$ cat config.mk
export PLATFORM = sky130hd
export DESIGN_NAME = btntest_spi_controller
export DESIGN_NICKNAME = d
export VERILOG_FILES = /design/src/hdl/gopigo_spi_pkg.sv /design/src/hdl/spi_byte_master.sv /design/src/hdl/spi_frame_sequencer.sv /design/src/hdl/top_spi_controller.sv /design/src/hdl/btntest_spi_controller.sv
export SDC_FILE = /design/constraint.sdc
export NUM_CORES = 1
export LEC_CHECK = 0
export BUFFER_PORTS_ARGS = -buffer_cell sky130_fd_sc_hd__buf_4
export CAP_MARGIN = 20
export CORE_ASPECT_RATIO = 1.2
export CORE_UTILIZATION = 62
export DETAILED_ROUTE_END_ITERATION = 8
export PLACE_DENSITY = 0.79
export SLEW_MARGIN = 40
export SYNTH_ARGS = -nofsm -noshare
export SYNTH_HDL_FRONTEND = slang
export SYNTH_SLANG_ARGS = --single-unit
$ cat constraint.sdc
create_clock -name rst -period 2.5 [get_ports rst]
set_input_delay 0 -clock rst [delete_from_list [all_inputs] [get_ports rst]]
set_output_delay 0 -clock rst [all_outputs]
set_load 0.02 [all_outputs]
$ cat src/hdl/gopigo_spi_pkg.sv
// shared widths, setting indices, step rules and spi constants for the gopigo link
// imported by every rtl module of the bring-up harness
package gopigo_spi_pkg;

  typedef logic [7:0]  byte_t;  // one spi byte
  typedef logic [7:0]  pwm_t;   // motor pwm, two's complement
  typedef logic [23:0] rgb_t;   // r[23:16] g[15:8] b[7:0]
  typedef logic [2:0]  sel_t;   // setting index

  // setting indices, also the frame order
  localparam sel_t SEL_MOTOR_LEFT = 3'd0;
  localparam sel_t SEL_MOTOR_RGHT = 3'd1;
  localparam sel_t SEL_EYE_LEFT   = 3'd2;
  localparam sel_t SEL_EYE_RGHT   = 3'd3;
  localparam sel_t SEL_BLINK_LEFT = 3'd4;
  localparam sel_t SEL_BLINK_RGHT = 3'd5;
  localparam int   NUM_SEL        = 6;

  // button stepping
  localparam pwm_t  PWM_STEP = 8'd32;
  localparam pwm_t  PWM_WRAP = 8'd192;  // at or above this the motor goes back to 0
  localparam byte_t LED_STEP = 8'd32;
  localparam byte_t LED_WRAP = 8'd128;  // a channel at or above this clears the colour

  // command byte per setting
  localparam byte_t CMD_MOTOR_LEFT = 8'h10;
  localparam byte_t CMD_MOTOR_RGHT = 8'h11;
  localparam byte_t CMD_EYE_LEFT   = 8'h20;
  localparam byte_t CMD_EYE_RGHT   = 8'h21;
  localparam byte_t CMD_BLINK_LEFT = 8'h30;
  localparam byte_t CMD_BLINK_RGHT = 8'h31;

  // spi timing in system clocks
  localparam int SCLK_HALF_DIV = 4;  // sclk half period
  localparam int FRAME_GAP     = 8;  // ss_n high time between frames
  localparam int DIV_CNT_W     = $clog2(SCLK_HALF_DIV);
  localparam int GAP_CNT_W     = $clog2(FRAME_GAP);

endpackage

$ cat src/hdl/spi_byte_master.sv
// spi mode 0 byte shifter, msb first, sclk divided from the system clock
// one byte takes 16 * SCLK_HALF_DIV clocks from tx_start_i to tx_done_o
`timescale 1ns/1ps

module spi_byte_master
  import gopigo_spi_pkg::*;
(
  input  logic  rst,
  input  logic  clk,
  input  logic  tx_start_i,
  input  byte_t tx_byte_i,
  input  logic  miso_i,
  output logic  tx_done_o,
  output byte_t rx_byte_o,
  output logic  sclk_o,
  output logic  mosi_o
);

  typedef enum logic {IDLE, SHIFT} shift_state_t;

  shift_state_t           state_q;
  logic [DIV_CNT_W-1:0]   div_q;   // clocks into the current sclk half
  logic [2:0]             bit_q;
  byte_t                  tx_sh_q;
  byte_t                  rx_sh_q;

  logic half_end;
  logic rise;
  logic fall;
  logic last_fall;

  assign half_end  = (state_q == SHIFT) && (div_q == DIV_CNT_W'(SCLK_HALF_DIV - 1));
  assign rise      = half_end & ~sclk_o;
  assign fall      = half_end & sclk_o;
  assign last_fall = fall && (bit_q == 3'd7);

  always_ff @(posedge rst or posedge clk) begin
    if (clk) begin
      state_q   <= IDLE;
      div_q     <= '0;
      bit_q     <= '0;
      sclk_o    <= 1'b0;
      mosi_o    <= 1'b0;
      tx_done_o <= 1'b0;
    end else begin
      tx_done_o <= 1'b0;
      case (state_q)
        IDLE: if (tx_start_i) begin
          state_q <= SHIFT;
          // start cycle counts as the first clock of the first half period
          div_q   <= DIV_CNT_W'(1);
          bit_q   <= '0;
          mosi_o  <= tx_byte_i[7];  // msb set up before the first rising edge
        end
        SHIFT: begin
          if (half_end) begin
            div_q  <= '0;
            sclk_o <= ~sclk_o;
            if (last_fall) begin
              state_q   <= IDLE;
              tx_done_o <= 1'b1;
            end else if (fall) begin
              bit_q  <= bit_q + 3'd1;
              mosi_o <= tx_sh_q[6];  // next bit on the falling edge
            end
          end else begin
            div_q <= div_q + 1'b1;
          end
        end
        default: state_q <= IDLE;
      endcase
    end
  end

  always_ff @(posedge rst) begin
    if (state_q == IDLE && tx_start_i)
      tx_sh_q <= tx_byte_i;
    else if (fall)
      tx_sh_q <= {tx_sh_q[6:0], 1'b0};
    if (rise)
      rx_sh_q <= {rx_sh_q[6:0], miso_i};  // miso sampled on rising sclk
    if (last_fall)
      rx_byte_o <= rx_sh_q;
  end

  a_sclk_idle_low: assert property (@(posedge rst) disable iff (clk)
    (state_q == IDLE) |-> !sclk_o);

endmodule

$ cat src/hdl/spi_frame_sequencer.sv
// sends the six setting frames round robin: command byte then 1 or 3 payload bytes
// keeps the status byte returned during the command and the running flag
`timescale 1ns/1ps

module spi_frame_sequencer
  import gopigo_spi_pkg::*;
(
  input  logic  rst,
  input  logic  clk,
  input  pwm_t  motor_pwm_left_i,
  input  pwm_t  motor_pwm_rght_i,
  input  rgb_t  led_eye_left_rgb_i,
  input  rgb_t  led_eye_rght_rgb_i,
  input  rgb_t  led_blink_left_rgb_i,
  input  rgb_t  led_blink_rght_rgb_i,
  input  logic  tx_done_i,
  input  byte_t rx_byte_i,
  output logic  tx_start_o,
  output byte_t tx_byte_o,
  output logic  spi_ss_n_o,
  output logic  rpi_running_o,
  output byte_t status_o
);

  typedef enum logic [1:0] {GAP, CMD, PAYLOAD, END} seq_state_t;

  seq_state_t             state_q;
  sel_t                   idx_q;     // setting of the current frame
  logic [GAP_CNT_W-1:0]   gap_q;
  logic [1:0]             left_q;    // payload bytes still to send
  rgb_t                   pay_q;     // next payload byte sits in [23:16]

  byte_t      frame_cmd;
  rgb_t       frame_pay;
  logic [1:0] frame_len;
  logic       start_frame;
  logic       send_next;

  // motor values ride in the top byte so every frame shifts out the same way
  always_comb begin
    frame_cmd = CMD_MOTOR_LEFT;
    frame_pay = {motor_pwm_left_i, 16'h0};
    frame_len = 2'd1;
    case (idx_q)
      SEL_MOTOR_RGHT: begin
        frame_cmd = CMD_MOTOR_RGHT;
        frame_pay = {motor_pwm_rght_i, 16'h0};
      end
      SEL_EYE_LEFT: begin
        frame_cmd = CMD_EYE_LEFT;
        frame_pay = led_eye_left_rgb_i;
        frame_len = 2'd3;
      end
      SEL_EYE_RGHT: begin
        frame_cmd = CMD_EYE_RGHT;
        frame_pay = led_eye_rght_rgb_i;
        frame_len = 2'd3;
      end
      SEL_BLINK_LEFT: begin
        frame_cmd = CMD_BLINK_LEFT;
        frame_pay = led_blink_left_rgb_i;
        frame_len = 2'd3;
      end
      SEL_BLINK_RGHT: begin
        frame_cmd = CMD_BLINK_RGHT;
        frame_pay = led_blink_rght_rgb_i;
        frame_len = 2'd3;
      end
      default: ;  // SEL_MOTOR_LEFT
    endcase
  end

  assign start_frame = (state_q == GAP) && (gap_q == GAP_CNT_W'(FRAME_GAP - 1));
  assign send_next   = tx_done_i && ((state_q == CMD) || (state_q == PAYLOAD && left_q != 2'd1));

  always_ff @(posedge rst or posedge clk) begin
    if (clk) begin
      state_q       <= GAP;
      idx_q         <= SEL_MOTOR_LEFT;
      gap_q         <= '0;
      left_q        <= '0;
      tx_start_o    <= 1'b0;
      spi_ss_n_o    <= 1'b1;
      rpi_running_o <= 1'b0;
      status_o      <= '0;
    end else begin
      tx_start_o <= 1'b0;
      case (state_q)
        GAP: begin
          gap_q <= gap_q + 1'b1;
          if (start_frame) begin
            spi_ss_n_o <= 1'b0;
            tx_start_o <= 1'b1;  // command byte
            left_q     <= frame_len;
            state_q    <= CMD;
          end
        end
        CMD: if (tx_done_i) begin
          status_o   <= rx_byte_i;
          tx_start_o <= 1'b1;
          state_q    <= PAYLOAD;
        end
        PAYLOAD: if (tx_done_i) begin
          if (left_q == 2'd1) begin
            state_q <= END;
          end else begin
            left_q     <= left_q - 2'd1;
            tx_start_o <= 1'b1;
          end
        end
        END: begin
          spi_ss_n_o <= 1'b1;
          gap_q      <= '0;
          if (idx_q == SEL_BLINK_RGHT)
            rpi_running_o <= 1'b1;  // first full round done
          idx_q   <= (idx_q == sel_t'(NUM_SEL - 1)) ? '0 : idx_q + 3'd1;
          state_q <= GAP;
        end
        default: state_q <= GAP;
      endcase
    end
  end

  // payload sampled once per frame, then shifted out a byte at a time
  always_ff @(posedge rst) begin
    if (start_frame) begin
      pay_q     <= frame_pay;
      tx_byte_o <= frame_cmd;
    end else if (send_next) begin
      tx_byte_o <= pay_q[23:16];
      pay_q     <= {pay_q[15:0], 8'h00};
    end
  end

  a_start_in_frame: assert property (@(posedge rst) disable iff (clk)
    tx_start_o |-> !spi_ss_n_o);

endmodule

$ cat src/hdl/top_spi_controller.sv
// spi controller: frame sequencer feeding the byte shifter
`timescale 1ns/1ps

module top_spi_controller
  import gopigo_spi_pkg::*;
(
  input  logic  rst,
  input  logic  clk,
  input  pwm_t  motor_pwm_left_i,
  input  pwm_t  motor_pwm_rght_i,
  input  rgb_t  led_eye_left_rgb_i,
  input  rgb_t  led_eye_rght_rgb_i,
  input  rgb_t  led_blink_left_rgb_i,
  input  rgb_t  led_blink_rght_rgb_i,
  input  logic  miso_i,
  output logic  sclk_o,
  output logic  mosi_o,
  output logic  spi_ss_n_o,
  output logic  rpi_running_o,
  output byte_t status_o
);

  logic  tx_start;
  byte_t tx_byte;
  logic  tx_done;
  byte_t rx_byte;

  spi_frame_sequencer i_seq (
    .rst (rst), .clk (clk),
    .motor_pwm_left_i (motor_pwm_left_i), .motor_pwm_rght_i (motor_pwm_rght_i),
    .led_eye_left_rgb_i (led_eye_left_rgb_i), .led_eye_rght_rgb_i (led_eye_rght_rgb_i),
    .led_blink_left_rgb_i (led_blink_left_rgb_i),
    .led_blink_rght_rgb_i (led_blink_rght_rgb_i),
    .tx_done_i (tx_done), .rx_byte_i (rx_byte),
    .tx_start_o (tx_start), .tx_byte_o (tx_byte), .spi_ss_n_o (spi_ss_n_o),
    .rpi_running_o (rpi_running_o), .status_o (status_o)
  );

  spi_byte_master i_master (
    .rst (rst), .clk (clk),
    .tx_start_i (tx_start), .tx_byte_i (tx_byte), .miso_i (miso_i),
    .tx_done_o (tx_done), .rx_byte_o (rx_byte), .sclk_o (sclk_o), .mosi_o (mosi_o)
  );

endmodule

$ cat src/hdl/btntest_spi_controller.sv
// bring-up top: each press of btn2 steps one robot setting, round robin
// the spi controller keeps sending all six settings to the board
`timescale 1ns/1ps

module btntest_spi_controller
  import gopigo_spi_pkg::*;
(
  input  logic  rst,            // system clock
  input  logic  clk,            // async reset, active high
  input  logic  btn2_i,
  input  logic  miso_i,
  output logic  sclk_o,
  output logic  mosi_o,
  output logic  spi_ss_n_o,     // slave select, active low
  output logic  rpi_running_o,  // tells the board the link is up
  output byte_t status_o
);

  logic btn_meta_q;
  logic btn_sync_q;
  logic btn_prev_q;
  logic press;

  sel_t cursor_q;  // setting changed by the next press

  pwm_t motor_pwm_left_q;
  pwm_t motor_pwm_rght_q;
  rgb_t led_eye_left_rgb_q;
  rgb_t led_eye_rght_rgb_q;
  rgb_t led_blink_left_rgb_q;
  rgb_t led_blink_rght_rgb_q;

  function automatic pwm_t step_pwm(input pwm_t v);
    return (v >= PWM_WRAP) ? '0 : v + PWM_STEP;
  endfunction

  // steps the channel at lsb, a full channel clears the whole colour
  function automatic rgb_t step_rgb(input rgb_t v, input int unsigned lsb);
    rgb_t nxt;
    nxt = v;
    if (v[lsb +: 8] >= LED_WRAP)
      nxt = '0;
    else
      nxt[lsb +: 8] = v[lsb +: 8] + LED_STEP;
    return nxt;
  endfunction

  // two flop synchronizer plus one more for the edge
  always_ff @(posedge rst or posedge clk) begin
    if (clk) begin
      btn_meta_q <= 1'b0;
      btn_sync_q <= 1'b0;
      btn_prev_q <= 1'b0;
    end else begin
      btn_meta_q <= btn2_i;
      btn_sync_q <= btn_meta_q;
      btn_prev_q <= btn_sync_q;
    end
  end

  assign press = btn_sync_q & ~btn_prev_q;

  always_ff @(posedge rst or posedge clk) begin
    if (clk) begin
      cursor_q <= '0;
    end else if (press) begin
      if (cursor_q == sel_t'(NUM_SEL - 1))
        cursor_q <= '0;
      else
        cursor_q <= cursor_q + 3'd1;
    end
  end

  always_ff @(posedge rst or posedge clk) begin
    if (clk) begin
      motor_pwm_left_q     <= '0;
      motor_pwm_rght_q     <= '0;
      led_eye_left_rgb_q   <= '0;
      led_eye_rght_rgb_q   <= '0;
      led_blink_left_rgb_q <= '0;
      led_blink_rght_rgb_q <= '0;
    end else if (press) begin
      case (cursor_q)
        SEL_MOTOR_LEFT: motor_pwm_left_q     <= step_pwm(motor_pwm_left_q);
        SEL_MOTOR_RGHT: motor_pwm_rght_q     <= step_pwm(motor_pwm_rght_q);
        SEL_EYE_LEFT:   led_eye_left_rgb_q   <= step_rgb(led_eye_left_rgb_q, 0);    // blue
        SEL_EYE_RGHT:   led_eye_rght_rgb_q   <= step_rgb(led_eye_rght_rgb_q, 8);    // green
        SEL_BLINK_LEFT: led_blink_left_rgb_q <= step_rgb(led_blink_left_rgb_q, 16); // red
        SEL_BLINK_RGHT: begin
          // all three channels together, blue decides the wrap
          if (led_blink_rght_rgb_q[7:0] >= LED_WRAP)
            led_blink_rght_rgb_q <= '0;
          else
            led_blink_rght_rgb_q <= led_blink_rght_rgb_q + {3{LED_STEP}};
        end
        default: ;
      endcase
    end
  end

  top_spi_controller i_top_spi_ctrl (
    .rst                  (rst),
    .clk                  (clk),
    .motor_pwm_left_i     (motor_pwm_left_q),
    .motor_pwm_rght_i     (motor_pwm_rght_q),
    .led_eye_left_rgb_i   (led_eye_left_rgb_q),
    .led_eye_rght_rgb_i   (led_eye_rght_rgb_q),
    .led_blink_left_rgb_i (led_blink_left_rgb_q),
    .led_blink_rght_rgb_i (led_blink_rght_rgb_q),
    .miso_i               (miso_i),
    .sclk_o               (sclk_o),
    .mosi_o               (mosi_o),
    .spi_ss_n_o           (spi_ss_n_o),
    .rpi_running_o        (rpi_running_o),
    .status_o             (status_o)
  );

  a_cursor_range: assert property (@(posedge rst) disable iff (clk)
    cursor_q <= sel_t'(NUM_SEL - 1));

endmodule

=== Yosys cells after proc, flatten, opt, wreduce, memory -nomap -nowiden ===
Index checks and enable logic that the tools add are counted.

* Register bits after elaboration: 155
* Bits of input ports: 4
* Output and inout bits: 12
* Logic and storage cells: 161

* Add/sub/neg operators: 12
* Magnitude comparators: 6
* Equality and inequality tests: 27
* Mux-type cells: 54
* Bitwise gates (word level): 6
* Reduce and logical (&&, ||, !) cells: 27

{| class="wikitable"
|+ Operators with widths
! operator !! count
|-
| $pmux 24 s5 || 1
|-
| $mux 24 || 3
|-
| $mux 8 || 7
|-
| $ge 8x8->1 const B || 6
|-
| $add 8x6->8 const B || 5
|-
| $pmux 6 s5 || 1
|-
| $add 24x22->24 const B || 1
|-
| $mux 2 || 10
|-
| $reduce_and 2->1 || 10
|-
| $eq 3x3->1 const B || 6
|-
| $mux 3 || 6
|-
| $mux 1 || 15
|-
| $mux 7 || 2
|-
| $add 3x1->3 const B || 4
|-
| $eq 3x2->1 const B || 4
|-
| $pmux 3 s2 || 2
|-
| $reduce_and 4->1 || 3
|-
| $ne 2x1->1 const B || 5
|-
| $ne 2x2->1 const B || 5
|-
| $pmux 2 s2 || 2
|-
| $pmux 2 s4 || 1
|-
| $reduce_bool 2->1 || 4
|-
| $eq 2x2->1 const B || 3
|-
| $eq 3x1->1 const B || 2
|-
| other kinds (12) || 24
|}

=== Depth between registers and ports, before layout ===
Gate-level depths: netlist (run 1).

* Word-level depth: 7
* Gate-level depth with buffers: 8
* Gate-level depth less buffers: 7

=== Hierarchy ===
From an unflattened synthesis (run 1), not the netlist that was laid out.

* Cells, all modules: 576
* Area total of the unflattened synthesis: 6358.6 µm²

{| class="wikitable"
|+ By module, submodules not included
! module !! times used !! cells each !! area each (µm²) !! seq. area each (µm²)
|-
| spi_frame_sequencer || 1 || 295 || 3156.8 || 1487.7
|-
| btntest_spi_controller || 1 || 195 || 1959.4 || 1001.0
|-
| spi_byte_master || 1 || 86 || 1242.4 || 915.9
|}

=== Least setup slack after synthesis (run 1) ===
No wires, ideal clock.

* Kind: reg2reg
* From: register i_top_spi_ctrl.i_seq.gap_q[0]
* To: register i_top_spi_ctrl.i_seq.pay_q[10], enable pin
* Setup time: 452 ps
* Arrival: 1784 ps
* Required time: 2048 ps
* Slack: 265 ps
* Cell stages (with the launch flop): 6
* Buffers on the path: 1
* Period minus slack after synthesis: 2235 ps
* Cell sequence: dfrtp_1 > ha_1 > ha_1 > nand2_1 > clkbuf_1 > nand2_1

* Longest elaborated chain between the ends: 3

{| class="wikitable"
|+ Ends and longest elaborated chain
! element !! line !! RTL
|-
| from (decl) || spi_frame_sequencer.sv:29 || <nowiki>logic [GAP_CNT_W-1:0] gap_q;</nowiki>
|-
| from (signal assigned) || spi_frame_sequencer.sv:90 || <nowiki>gap_q <= gap_q + 1'b1;</nowiki>
|-
| $eq 3x3->1 || spi_frame_sequencer.sv:73 || <nowiki>assign start_frame = (state_q == GAP) && (gap_q == GAP_CNT_W'(FRAME_GAP - 1));</nowiki>
|-
| $logic_and 1x1->1 || spi_frame_sequencer.sv:73 ||
|-
| $reduce_bool 2->1 (no source line) || - ||
|-
| to (signal assigned) || spi_frame_sequencer.sv:127 || <nowiki>pay_q <= frame_pay;</nowiki>
|-
| to (signal assigned) || spi_frame_sequencer.sv:131 || <nowiki>pay_q <= {pay_q[15:0], 8'h00};</nowiki>
|-
| to (decl) || spi_frame_sequencer.sv:31 || <nowiki>rgb_t pay_q;</nowiki>
|}

Every way passes these cells.
A chain may end at the register's enable or synchronous reset.

=== Final worst setup path (run 1) ===
* From: register i_top_spi_ctrl.i_seq.state_q[0]
* To: register i_top_spi_ctrl.i_seq.pay_q[10] (data pin)

* Longest elaborated chain between the ends: 3

{| class="wikitable"
|+ Ends and longest elaborated chain
! element !! line !! RTL
|-
| from (decl) || spi_frame_sequencer.sv:27 || <nowiki>seq_state_t state_q;</nowiki>
|-
| from (signal assigned) || spi_frame_sequencer.sv:78 || <nowiki>state_q <= GAP;</nowiki>
|-
| from (signal assigned) || spi_frame_sequencer.sv:95 || <nowiki>state_q <= CMD;</nowiki>
|-
| from (signal assigned) || spi_frame_sequencer.sv:101 || <nowiki>state_q <= PAYLOAD;</nowiki>
|-
| $logic_not 2->1 || spi_frame_sequencer.sv:73 ||
|-
| $logic_and 1x1->1 || spi_frame_sequencer.sv:73 ||
|-
| $mux 24 || spi_frame_sequencer.sv:126 || <nowiki>if (start_frame) begin</nowiki>
|}

Every way passes these cells.

==> flow_summary_export.csv, run 1 <==
group,metric,value,unit
power,total_power,5.36,mW
cells_and_area,antenna_cells,0,
synth,synth_area_leaders,"dfrtp_1 (32%), edfxtp_1 (28%), nand2_1 (6.6%)",
synth,async_reset_ff_share,57.9,%
cells_and_area,syn_to_final_growth,15.0,%
worst_setup_path,critPathKind,"flop to flop",
placement,portBuffers,15,
worst_setup_path,end_kind,"flop",
clock_network,cts_tree,"built",
synth,synthFlopType,"dfrtp_1",
global_route,grt_usage,23.8,%
global_route,grt.overflow.total,0,
clock_network,cts_max_level,4,
outcome,outcome,"complete, no violations",
placement,dp_hpwl,6.52,mm
drt,drt_iter0_markers,188,
sta,tns,0,ns
worst_setup_path,reg2reg_depth,6,
drt,wl_met3,316,µm
clock_network,clkTransAtPathRegs,0.05,ns
drt,wl,9.77,mm
worst_setup_path,reg2reg_from,"i_top_spi_ctrl.i_seq.state_q[0]",
sta,timing.fmax,479,MHz
global_route,grt_pass1_vias,3483,
sta,fin_ws,0.413,ns
sta,finalCritPeriodShare,83.5,%
synth,synth_most_common_cell,"nand2_1",
flow_run,drv_cap,0,
clock_network,numCtsBuffers,17,
die,die_area,9080,µm²
cells_and_area,drive_gt1_share,14.7,%
global_route,antenna_found_initial,0,
drt,drt-pass1-iter-count,4,
clock_network,cts_root_buf,"clkbuf_8",
global_route,grt_max_degree,39,
cells_and_area,regArea,3280,µm²
power,irDropWorstVdd,0.945,mV
synth,yosysTopAreaCellShare,32.0,%
sta,skew,0.00390,ns
sta,slew_headroom,53.1,%
sta,hold_viol,0,
clock_network,clk_latency,0.51,ns
worst_setup_path,reg2reg_to,"i_top_spi_ctrl.i_seq.pay_q[10]",
synth,synth_cell_type_count,51,
worst_setup_path,path_cells,"inv_1, ha_1, nand2_1, buf_4, nand2_1, nand2_1",
cells_and_area,multi_input_area,1980,µm²
clock_network,hold_buffers,3,
sta,rsz0062_at_grt,"false",
die,die_h,104,µm
worst_hold_path,worst_hold_path_type,"primary input to async pin",
drt,wirelength_met1,4.15,mm
clock_network,post_cts_resized,0,
die,initial_core_util,65.1,%
sta,worst_pin_slew,0.701,ns
die,coreArea,8290,µm²
worst_setup_path,cp_max_fo,27,
worst_setup_path,max_stage_delay,0.45,ns
drt,top_layer,"met4",
sta,fin_hold_ws,0.106,ns
worst_setup_path,crit_arrival,2.34,ns
die,die_x,87.2,µm
worst_setup_path,crit_slowest_cell,"nand2_1",
power,leakagePower,2.67,nW
worst_setup_path,cp_num_buf_inv,2,
worst_setup_path,crit_family,"simple AND/OR/NAND/NOR gates",
power,power.density,864,nW/µm²
global_route,grt_first_pass_wirelength,16.3,mm
synth,avgSynthCellArea,11.2,µm²
drt,met2WireLength,5.13,mm
drt,wl_per_cell,15.5,µm
placement,dpl_worst_slack,0.430,ns
synth,synth_area,5400,µm²
synth,synth_edf_count,51,
cells_and_area,nFillCells,571,
clock_network,cts_setup_buffers,0,
drt,vias,3522,
synth,synth-seq-cells,121,
placement,gp_congestion,0.841,
sta,fin_crit,2.09,ns
synth,syn_inst,481,
drt,postRouteAntennaNets,0,
worst_setup_path,cpMostUsedCell,"nand2_1",
worst_setup_path,required,2.76,ns
drt,drc,0,
clock_network,clkSinkCount,121,
cells_and_area,nets,528,
worst_setup_path,r2r_slack,0.41,ns
worst_setup_path,cp-start-kind,"flop",
synth,synth_commonest_cells,"nand2_1 (95), dfrtp_1 (69), edfxtp_1 (51)",
worst_setup_path,crit_start,"i_top_spi_ctrl.i_seq.state_q[0]",
synth,yosysWarnings,0,
synth,syn_nets,504,
clock_network,clockBufferDepth,2,
worst_setup_path,path_depth,6,
die,pin_count,16,
die,rows,36,
sta,maxSlewViolCount,0,
drt,via_per_inst,5.57,
synth,seq_area_frac_synth,60.8,%
sta,setup_viol,0,
synth,yosys.area.top_type,"dfrtp_1",
where the power goes:
part           internal, mW  total (mW)  leakage (nW)  switching, mW
Sequential             2.24        2.52          1.34          0.273
Combinational         0.245       0.535          1.06          0.290
Clock                  1.50        2.31         0.275          0.806
registers in the layout (all words and copies together) (netlist names), 7 cells and up:
register                           flops
i_top_spi_ctrl.i_master.rx_byte_o      8
i_top_spi_ctrl.i_master.rx_sh_q        8
i_top_spi_ctrl.i_master.tx_sh_q        7
i_top_spi_ctrl.i_seq.pay_q            20
i_top_spi_ctrl.i_seq.status_o          8
i_top_spi_ctrl.i_seq.tx_byte_o         8
led_blink_rght_rgb_q                  19
how the worst max path moves through the flow:
stage,end
final,i_top_spi_ctrl.i_seq.pay_q[10]
after CTS,i_top_spi_ctrl.i_seq.pay_q[10]
after global routing,i_top_spi_ctrl.i_seq.pay_q[10]
after detailed placement,i_top_spi_ctrl.i_seq.pay_q[10]
after global placement,i_top_spi_ctrl.i_seq.pay_q[9]
after floorplan,i_top_spi_ctrl.i_seq.pay_q[10]
cells by family (layout without fill, tap and decap cells):
group / Yosys count / after routing / share of synthesized area [%]
fa+ha+maj: 19 / 19 / 4.40
flops: 121 / 121 / 60.8
other cells: 1 / 1 / 0.0695
xor+xnor: 12 / 12 / 1.95
compound gates: 85 / 85 / 9.41
mux: 17 / 17 / 3.48
simple gates: 198 / 198 / 17.3
buf+inv: 28 / 65 / 2.53
through the flow:
stage,area [µm²],utilization [%],cells
floorplan,5400,-,481
global placement,5600,67.6,597
detailed placement,5600,67.6,597
CTS,6200,74.8,632
global route,6200,74.9,632
finish,6200,74.9,632
cell type report:
cell class | count | share of cell area, %
clock buffers | 25 | 7.66
well taps | 114 | 2.30
flip-flops and latches | 121 | 52.9
inverters | 10 | 0.625
multi-input cells | 332 | 31.9
repair buffers | 23 | 3.11
clock inverters | 7 | 1.47
layer usage:
metal / GRT usage, % / vias to the layer above
met3: 7.14 / 15
met5: 0 / -
met2: 39.8 / 55
met1: 29.0 / 1724
li1: - / 1728
met4: 9.02 / 0
cells in the final DEF (no fill, tap or decap), types with 8 or more instances in the layout:
cell / n
a21oi_1: 11
and2_1: 15
buf_4: 19
clkbuf_16: 17
dfrtp_1: 69
edfxtp_1: 51
ha_1: 19
inv_1: 8
mux2_2: 14
nand2_1: 95
nand3_1: 13
nor2_1: 31
o21ai_0: 41
xor2_1: 9
tightest hold or removal path: stages:
cell and delay (ns):
dlygate4sd3_1 0.53, buf_4 0.13, clkinv_2 0.41
Note: power is estimated with default switching activity, not from simulation.
==> inputs of run 2 (changes only) <==
==> constraint.sdc (replaced) <==
create_clock -name rst -period 1.97 [get_ports rst]
set_input_delay 0 -clock rst [delete_from_list [all_inputs] [get_ports rst]]
set_output_delay 0 -clock rst [all_outputs]
set_load 0.02 [all_outputs]
==> flow_summary_export.csv, run 2 (same netlist as run 1, synthesis figures left out) <==
group,metric,value,unit
outcome,outcome,"complete, no violations",
global_route,grt_pass1_vias,3676,
die,die_area,9080,µm²
drt,postRouteAntennaNets,0,
cells_and_area,final_cells,642,
clock_network,clkSinkCount,121,
clock_network,clk_latency,0.51,ns
global_route,grt_usage,24.3,%
die,rows,36,
drt,via_per_inst,5.53,
worst_setup_path,required,2.22,ns
clock_network,cts_root_buf,"clkbuf_8",
die,pin_count,16,
drt,drt_iter0_markers,223,
sta,maxSlewViolCount,0,
sta,hold_viol,0,
sta,finalCritPeriodShare,93.3,%
worst_hold_path,worst_hold_path_type,"primary input to async pin",
die,coreArea,8290,µm²
power,pwr-share-clk,46.0,%
clock_network,cts_max_level,4,
clock_network,hold_buffers,3,
placement,gp_congestion,0.819,
placement,place_inst,607,
cells_and_area,drive_gt1_share,17.2,%
cells_and_area,final_cell_mix,"nand2_1 (94), dfrtp_1 (69), edfxtp_1 (51)",
cells_and_area,nFillCells,557,
worst_setup_path,reg2reg_depth,6,
sta,fin_crit,1.84,ns
sta,timing.fmax,544,MHz
die,die_h,104,µm
power,power.density,1120,nW/µm²
clock_network,cts_setup_buffers,0,
cells_and_area,nets,538,
power,irDropWorstVdd,0.861,mV
global_route,antenna_found_initial,0,
drt,wl,9.85,mm
power,internal_power,5.37,mW
power,comb_power_share,9.7,%
placement,portBuffers,15,
flow_run,drv_cap,0,
clock_network,cts_tree,"built",
cells_and_area,final_common_cell,"nand2_1",
worst_setup_path,critPathKind,"flop to flop",
sta,setup_viol,0,
sta,tns,0,ns
sta,rsz0062_at_grt,"false",
sta,skew,0.00810,ns
cells_and_area,syn_to_final_growth,17.5,%
die,die_x,87.2,µm
worst_setup_path,cp_max_fo,12,
die,initial_core_util,65.1,%
clock_network,clockBufferDepth,2,
cells_and_area,final_core_util,76.5,%
drt,wl_per_cell,15.3,µm
power,pwr-share-seq,44.3,%
clock_network,clkTransAtPathRegs,0.06,ns
global_route,grt.overflow.total,0,
global_route,grt_max_degree,29,
sta,slew_headroom,62.8,%
global_route,grt_first_pass_wirelength,16.7,mm
cells_and_area,reg_top3,"i_top_spi_ctrl.i_seq.pay_q (20), led_blink_rght_rgb_q (19)",
placement,dp_hpwl,6.66,mm
drt,drc,0,
cells_and_area,largest_register,"i_top_spi_ctrl.i_seq.pay_q",
worst_setup_path,end_kind,"flop",
worst_setup_path,cp-start-kind,"flop",
clock_network,numCtsBuffers,17,
cells_and_area,antenna_cells,0,
drt,drt-pass1-iter-count,5,
clock_network,post_cts_resized,0,
power,p_sw,1.76,mW
sta,worst_pin_slew,0.557,ns
power,switching_share,24.7,%
worst_setup_path,crit_arrival,2.09,ns
worst_setup_path,r2r_slack,0.13,ns
cells_and_area,largest_reg_flops,20,
drt,vias,3553,
power,leakagePower,2.74,nW
-- run 2: cell count changes in the layout (fill, tap and decap cells not counted), sizes merged --
cell | before | now
buf | 20 | 30
clkinv | 5 | 4
clkinvlp | 1 | 4
bufinv | 2 | 5
clkbuf | 25 | 19
inv | 9 | 10
-- run 2: area by class of cell --
cell class | instances | area [µm²] | area share (%)
Timing Repair Buffer | 33 | 268 | 4.22
Sequential cell | 121 | 3280 | 51.8
Clock buffer | 19 | 432 | 6.80
Multi-Input combinational cell | 332 | 1980 | 31.2
Tap cell | 114 | 143 | 2.25
Inverter | 10 | 37.5 | 0.592
Clock inverter | 13 | 200 | 3.16
-- run 2: critical path, stage by stage (launching register included) --
cell	delay (ns)
dfrtp_1	0.41
inv_1	0.13
ha_1	0.28
nand2_1	0.29
buf_4	0.28
nand2_1	0.09
o21ai_0	0.09
-- run 2: power groups by stage --
stage	Sequential [mW]	Combinational [mW]	Clock (mW)
after floorplan	3.09	0.571	0
after global placement	3.19	0.634	0
after detailed placement	3.20	0.679	0
after CTS	3.16	0.697	3.32
after global routing	3.20	0.802	3.42
final	3.16	0.689	3.28
-- run 2: metrics by stage --
step / hold WS, ns / setup WS, ns / instance area, µm² / total power [mW]
after global routing: 0.142 / 0.00761 / 6340 / 7.42
after global placement: 0.0841 / 0.272 / 5680 / 3.82
after floorplan: 0.0314 / 0.00480 / 5400 / 3.66
after detailed placement: 0.0922 / 0.183 / 5680 / 3.88
final: 0.108 / 0.133 / 6340 / 7.13
after CTS: 0.104 / 0.140 / 6340 / 7.18
-- run 2: final timing paths --
check,start,endpoint
setup / recovery,i_top_spi_ctrl.i_seq.state_q[1],i_top_spi_ctrl.i_seq.pay_q[22]
hold / removal,clk,i_top_spi_ctrl.i_master.sclk_o
setup reg to reg,i_top_spi_ctrl.i_seq.state_q[1],i_top_spi_ctrl.i_seq.pay_q[22]
hold reg to reg,btn_meta_q,btn_sync_q
max in group asynchronous,clk,i_top_spi_ctrl.i_seq.spi_ss_n_o
min in group rst,btn2_i,btn_meta_q
-- run 2: per-layer routing --
| metal | GRT usage [%] | up-vias | part of all wire [%] |
|---|---|---|---|
| li1 | - | 1752 | - |
| met1 | 29.4 | 1724 | 42 |
| met2 | 42.0 | 62 | 53 |
| met3 | 6.43 | 15 | 3.0 |
| met4 | 7.85 | 0 | 1.4 |
| met5 | 0 | - | 0 |
==> inputs of run 3 (changes only) <==
--- a/config.mk
+++ b/config.mk
@@ -5,11 +5,12 @@
 export SDC_FILE = /design/constraint.sdc
 export NUM_CORES = 1
 export LEC_CHECK = 0
-export BUFFER_PORTS_ARGS = -buffer_cell sky130_fd_sc_hd__buf_4
+export BUFFER_PORTS_ARGS = -buffer_cell sky130_fd_sc_hd__buf_2
 export CAP_MARGIN = 20
 export CORE_ASPECT_RATIO = 1.2
 export CORE_UTILIZATION = 62
 export DETAILED_ROUTE_END_ITERATION = 8
+export MAX_ROUTING_LAYER = met4
 export PLACE_DENSITY = 0.79
 export SLEW_MARGIN = 40
 export SYNTH_ARGS = -nofsm -noshare
==> constraint.sdc (replaced) <==
create_clock -name rst -period 1.9 [get_ports rst]
set_input_delay 0 -clock rst [delete_from_list [all_inputs] [get_ports rst]]
set_output_delay 0 -clock rst [all_outputs]
set_load 0.02 [all_outputs]
==> flow_summary_export.csv, run 3 (same netlist as run 1, synthesis figures left out) <==
group,metric,value,unit
drt,via_per_inst,5.61,
worst_setup_path,crit_arrival,2.03,ns
cells_and_area,drive_gt1_share,17.1,%
clock_network,clockBufferDepth,2,
cells_and_area,final_cell_mix,"nand2_1 (94), dfrtp_1 (69), edfxtp_1 (51)",
clock_network,cts_max_level,4,
die,coreArea,8290,µm²
cells_and_area,final_area,6260,µm²
global_route,grt_first_pass_wirelength,16.9,mm
global_route,grt_usage,25.5,%
die,initial_core_util,65.1,%
sta,timing.fmax,566,MHz
cells_and_area,reg_top3,"i_top_spi_ctrl.i_seq.pay_q (20), led_blink_rght_rgb_q (19)",
placement,portBuffers,15,
worst_setup_path,crit_slowest_cell,"dfrtp_1",
power,power.density,1150,nW/µm²
global_route,grt_max_degree,71,
worst_setup_path,cp_max_fo,18,
worst_setup_path,critPathKind,"flop to flop",
outcome,outcome,"complete, no violations",
drt,postRouteAntennaNets,0,
cells_and_area,final_common_cell,"nand2_1",
worst_hold_path,worst_hold_path_type,"primary input to async pin",
power,leakagePower,2.71,nW
sta,fin_crit,1.77,ns
worst_setup_path,max_stage_delay,0.39,ns
worst_setup_path,path_cells,"ha_1, ha_1, nand2_1, buf_4, or2_2, nor2_1",
clock_network,clk_latency,0.51,ns
cells_and_area,final_cells,640,
cells_and_area,antenna_cells,0,
placement,dp_hpwl,6.56,mm
clock_network,clkTransAtPathRegs,0.06,ns
sta,fin_ws,0.132,ns
sta,finalCritPeriodShare,93.0,%
drt,wl_per_cell,15.6,µm
worst_setup_path,cp-start-kind,"flop",
die,die_x,87.2,µm
power,irDropWorstVdd,0.968,mV
sta,rsz0062_at_grt,"false",
flow_run,drv_cap,0,
clock_network,cts_setup_buffers,0,
drt,drc,0,
clock_network,numCtsBuffers,17,
worst_setup_path,required,2.16,ns
cells_and_area,nets,536,
drt,drt_iter0_markers,226,
worst_setup_path,cp_num_buf_inv,1,
worst_setup_path,cpMostUsedCell,"ha_1",
placement,place_area,5630,µm²
worst_setup_path,crit_family,"adder cells",
cells_and_area,largest_reg_flops,20,
placement,dpl_worst_slack,0.0611,ns
placement,place_inst,605,
worst_setup_path,end_kind,"flop",
sta,setup_viol,0,
clock_network,clkSinkCount,121,
cells_and_area,syn_to_final_growth,15.9,%
die,pin_count,16,
sta,hold_viol,0,
clock_network,cts_tree,"built",
sta,maxSlewViolCount,0,
cells_and_area,nFillCells,533,
clock_network,cts_root_buf,"clkbuf_8",
placement,gp_congestion,0.834,
cells_and_area,largest_register,"i_top_spi_ctrl.i_seq.pay_q",
drt,wl,10.0,mm
global_route,grt_pass1_vias,3596,
global_route,grt.overflow.total,0,
global_route,antenna_found_initial,0,
sta,slew_headroom,64.5,%
sta,tns,0,ns
die,die_area,9080,µm²
drt,vias,3592,
drt,drt-pass1-iter-count,5,
sta,worst_pin_slew,0.532,ns
die,rows,36,
die,die_h,104,µm
sta,skew,0.00746,ns
## run 3: cell types whose count changed in the layout (fill, tap and decap cells not counted), moves of 2 or more
cell / previous run / this run
clkinv_2: 4 / 2
buf_2: 0 / 15
bufinv_16: 5 / 3
buf_4: 29 / 12
inv_6: 0 / 3
## run 3: area by class of cell
class,count,area (µm²),share of cell area (%)
sequential,121,3280,52.5
multi-input combinational,332,1990,31.8
clock buffer,18,418,6.68
timing repair buffer,31,215,3.44
clock inverter,14,173,2.76
tap,114,143,2.28
inverter,10,37.5,0.600
## run 3: metal layers
metal,part of all wire [%],GRT usage (%),vias up
li1,-,-,1746
met1,42,30.2,1738
met2,53,41.6,95
met3,3.5,6.19,13
met4,1.4,10.5,0
met5,0,-,-
## run 3: metrics by stage
stage | utilization [%] | power, mW | hold slack (ns)
after global routing | 75.5 | 7.49 | 0.128
final | 75.5 | 7.18 | 0.112
after floorplan | - | 3.80 | 0.0314
after global placement | 68.0 | 3.99 | 0.109
after CTS | 75.5 | 7.23 | 0.111
after detailed placement | 68.0 | 4.04 | 0.111
## run 3: final timing paths
check                      slack (ns)                          endpoint  depth (start not counted)                           from
hold / removal                   0.11  i_top_spi_ctrl.i_master.bit_q[1]                          4                            clk
min in group rst                 0.13                        btn_meta_q                          2                         btn2_i
hold reg to reg                  0.35                        btn_sync_q                          0                     btn_meta_q
setup / recovery                 0.13     i_top_spi_ctrl.i_seq.pay_q[6]                          6  i_top_spi_ctrl.i_seq.gap_q[0]
setup reg to reg                 0.13     i_top_spi_ctrl.i_seq.pay_q[6]                          6  i_top_spi_ctrl.i_seq.gap_q[0]
max in group asynchronous        1.46   i_top_spi_ctrl.i_seq.spi_ss_n_o                          4                            clk
## run 3: power breakdown
| group | internal (mW) | switching (mW) | leakage (nW) |
|---|---|---|---|
| Clock | 2.00 | 1.17 | 0.274 |
| Sequential | 2.95 | 0.335 | 1.34 |
| Combinational | 0.343 | 0.377 | 1.09 |
## run 3: repair_timing
item                                    4_1_cts  5_1_grt
endpoints found under the setup margin        0       31
resized for setup                             0        2
hold buffers                                  3        0
endpoints found under the hold margin        72        0
## run 3: worst reg2reg max path: cells and delay by family, from the launching register on
family / cells / cell delay [ns]
AND/OR/NAND/NOR: 3 / 0.41
flip-flops: 1 / 0.39
buffers and inverters: 1 / 0.25
adder cells (fa/ha/maj): 2 / 0.46
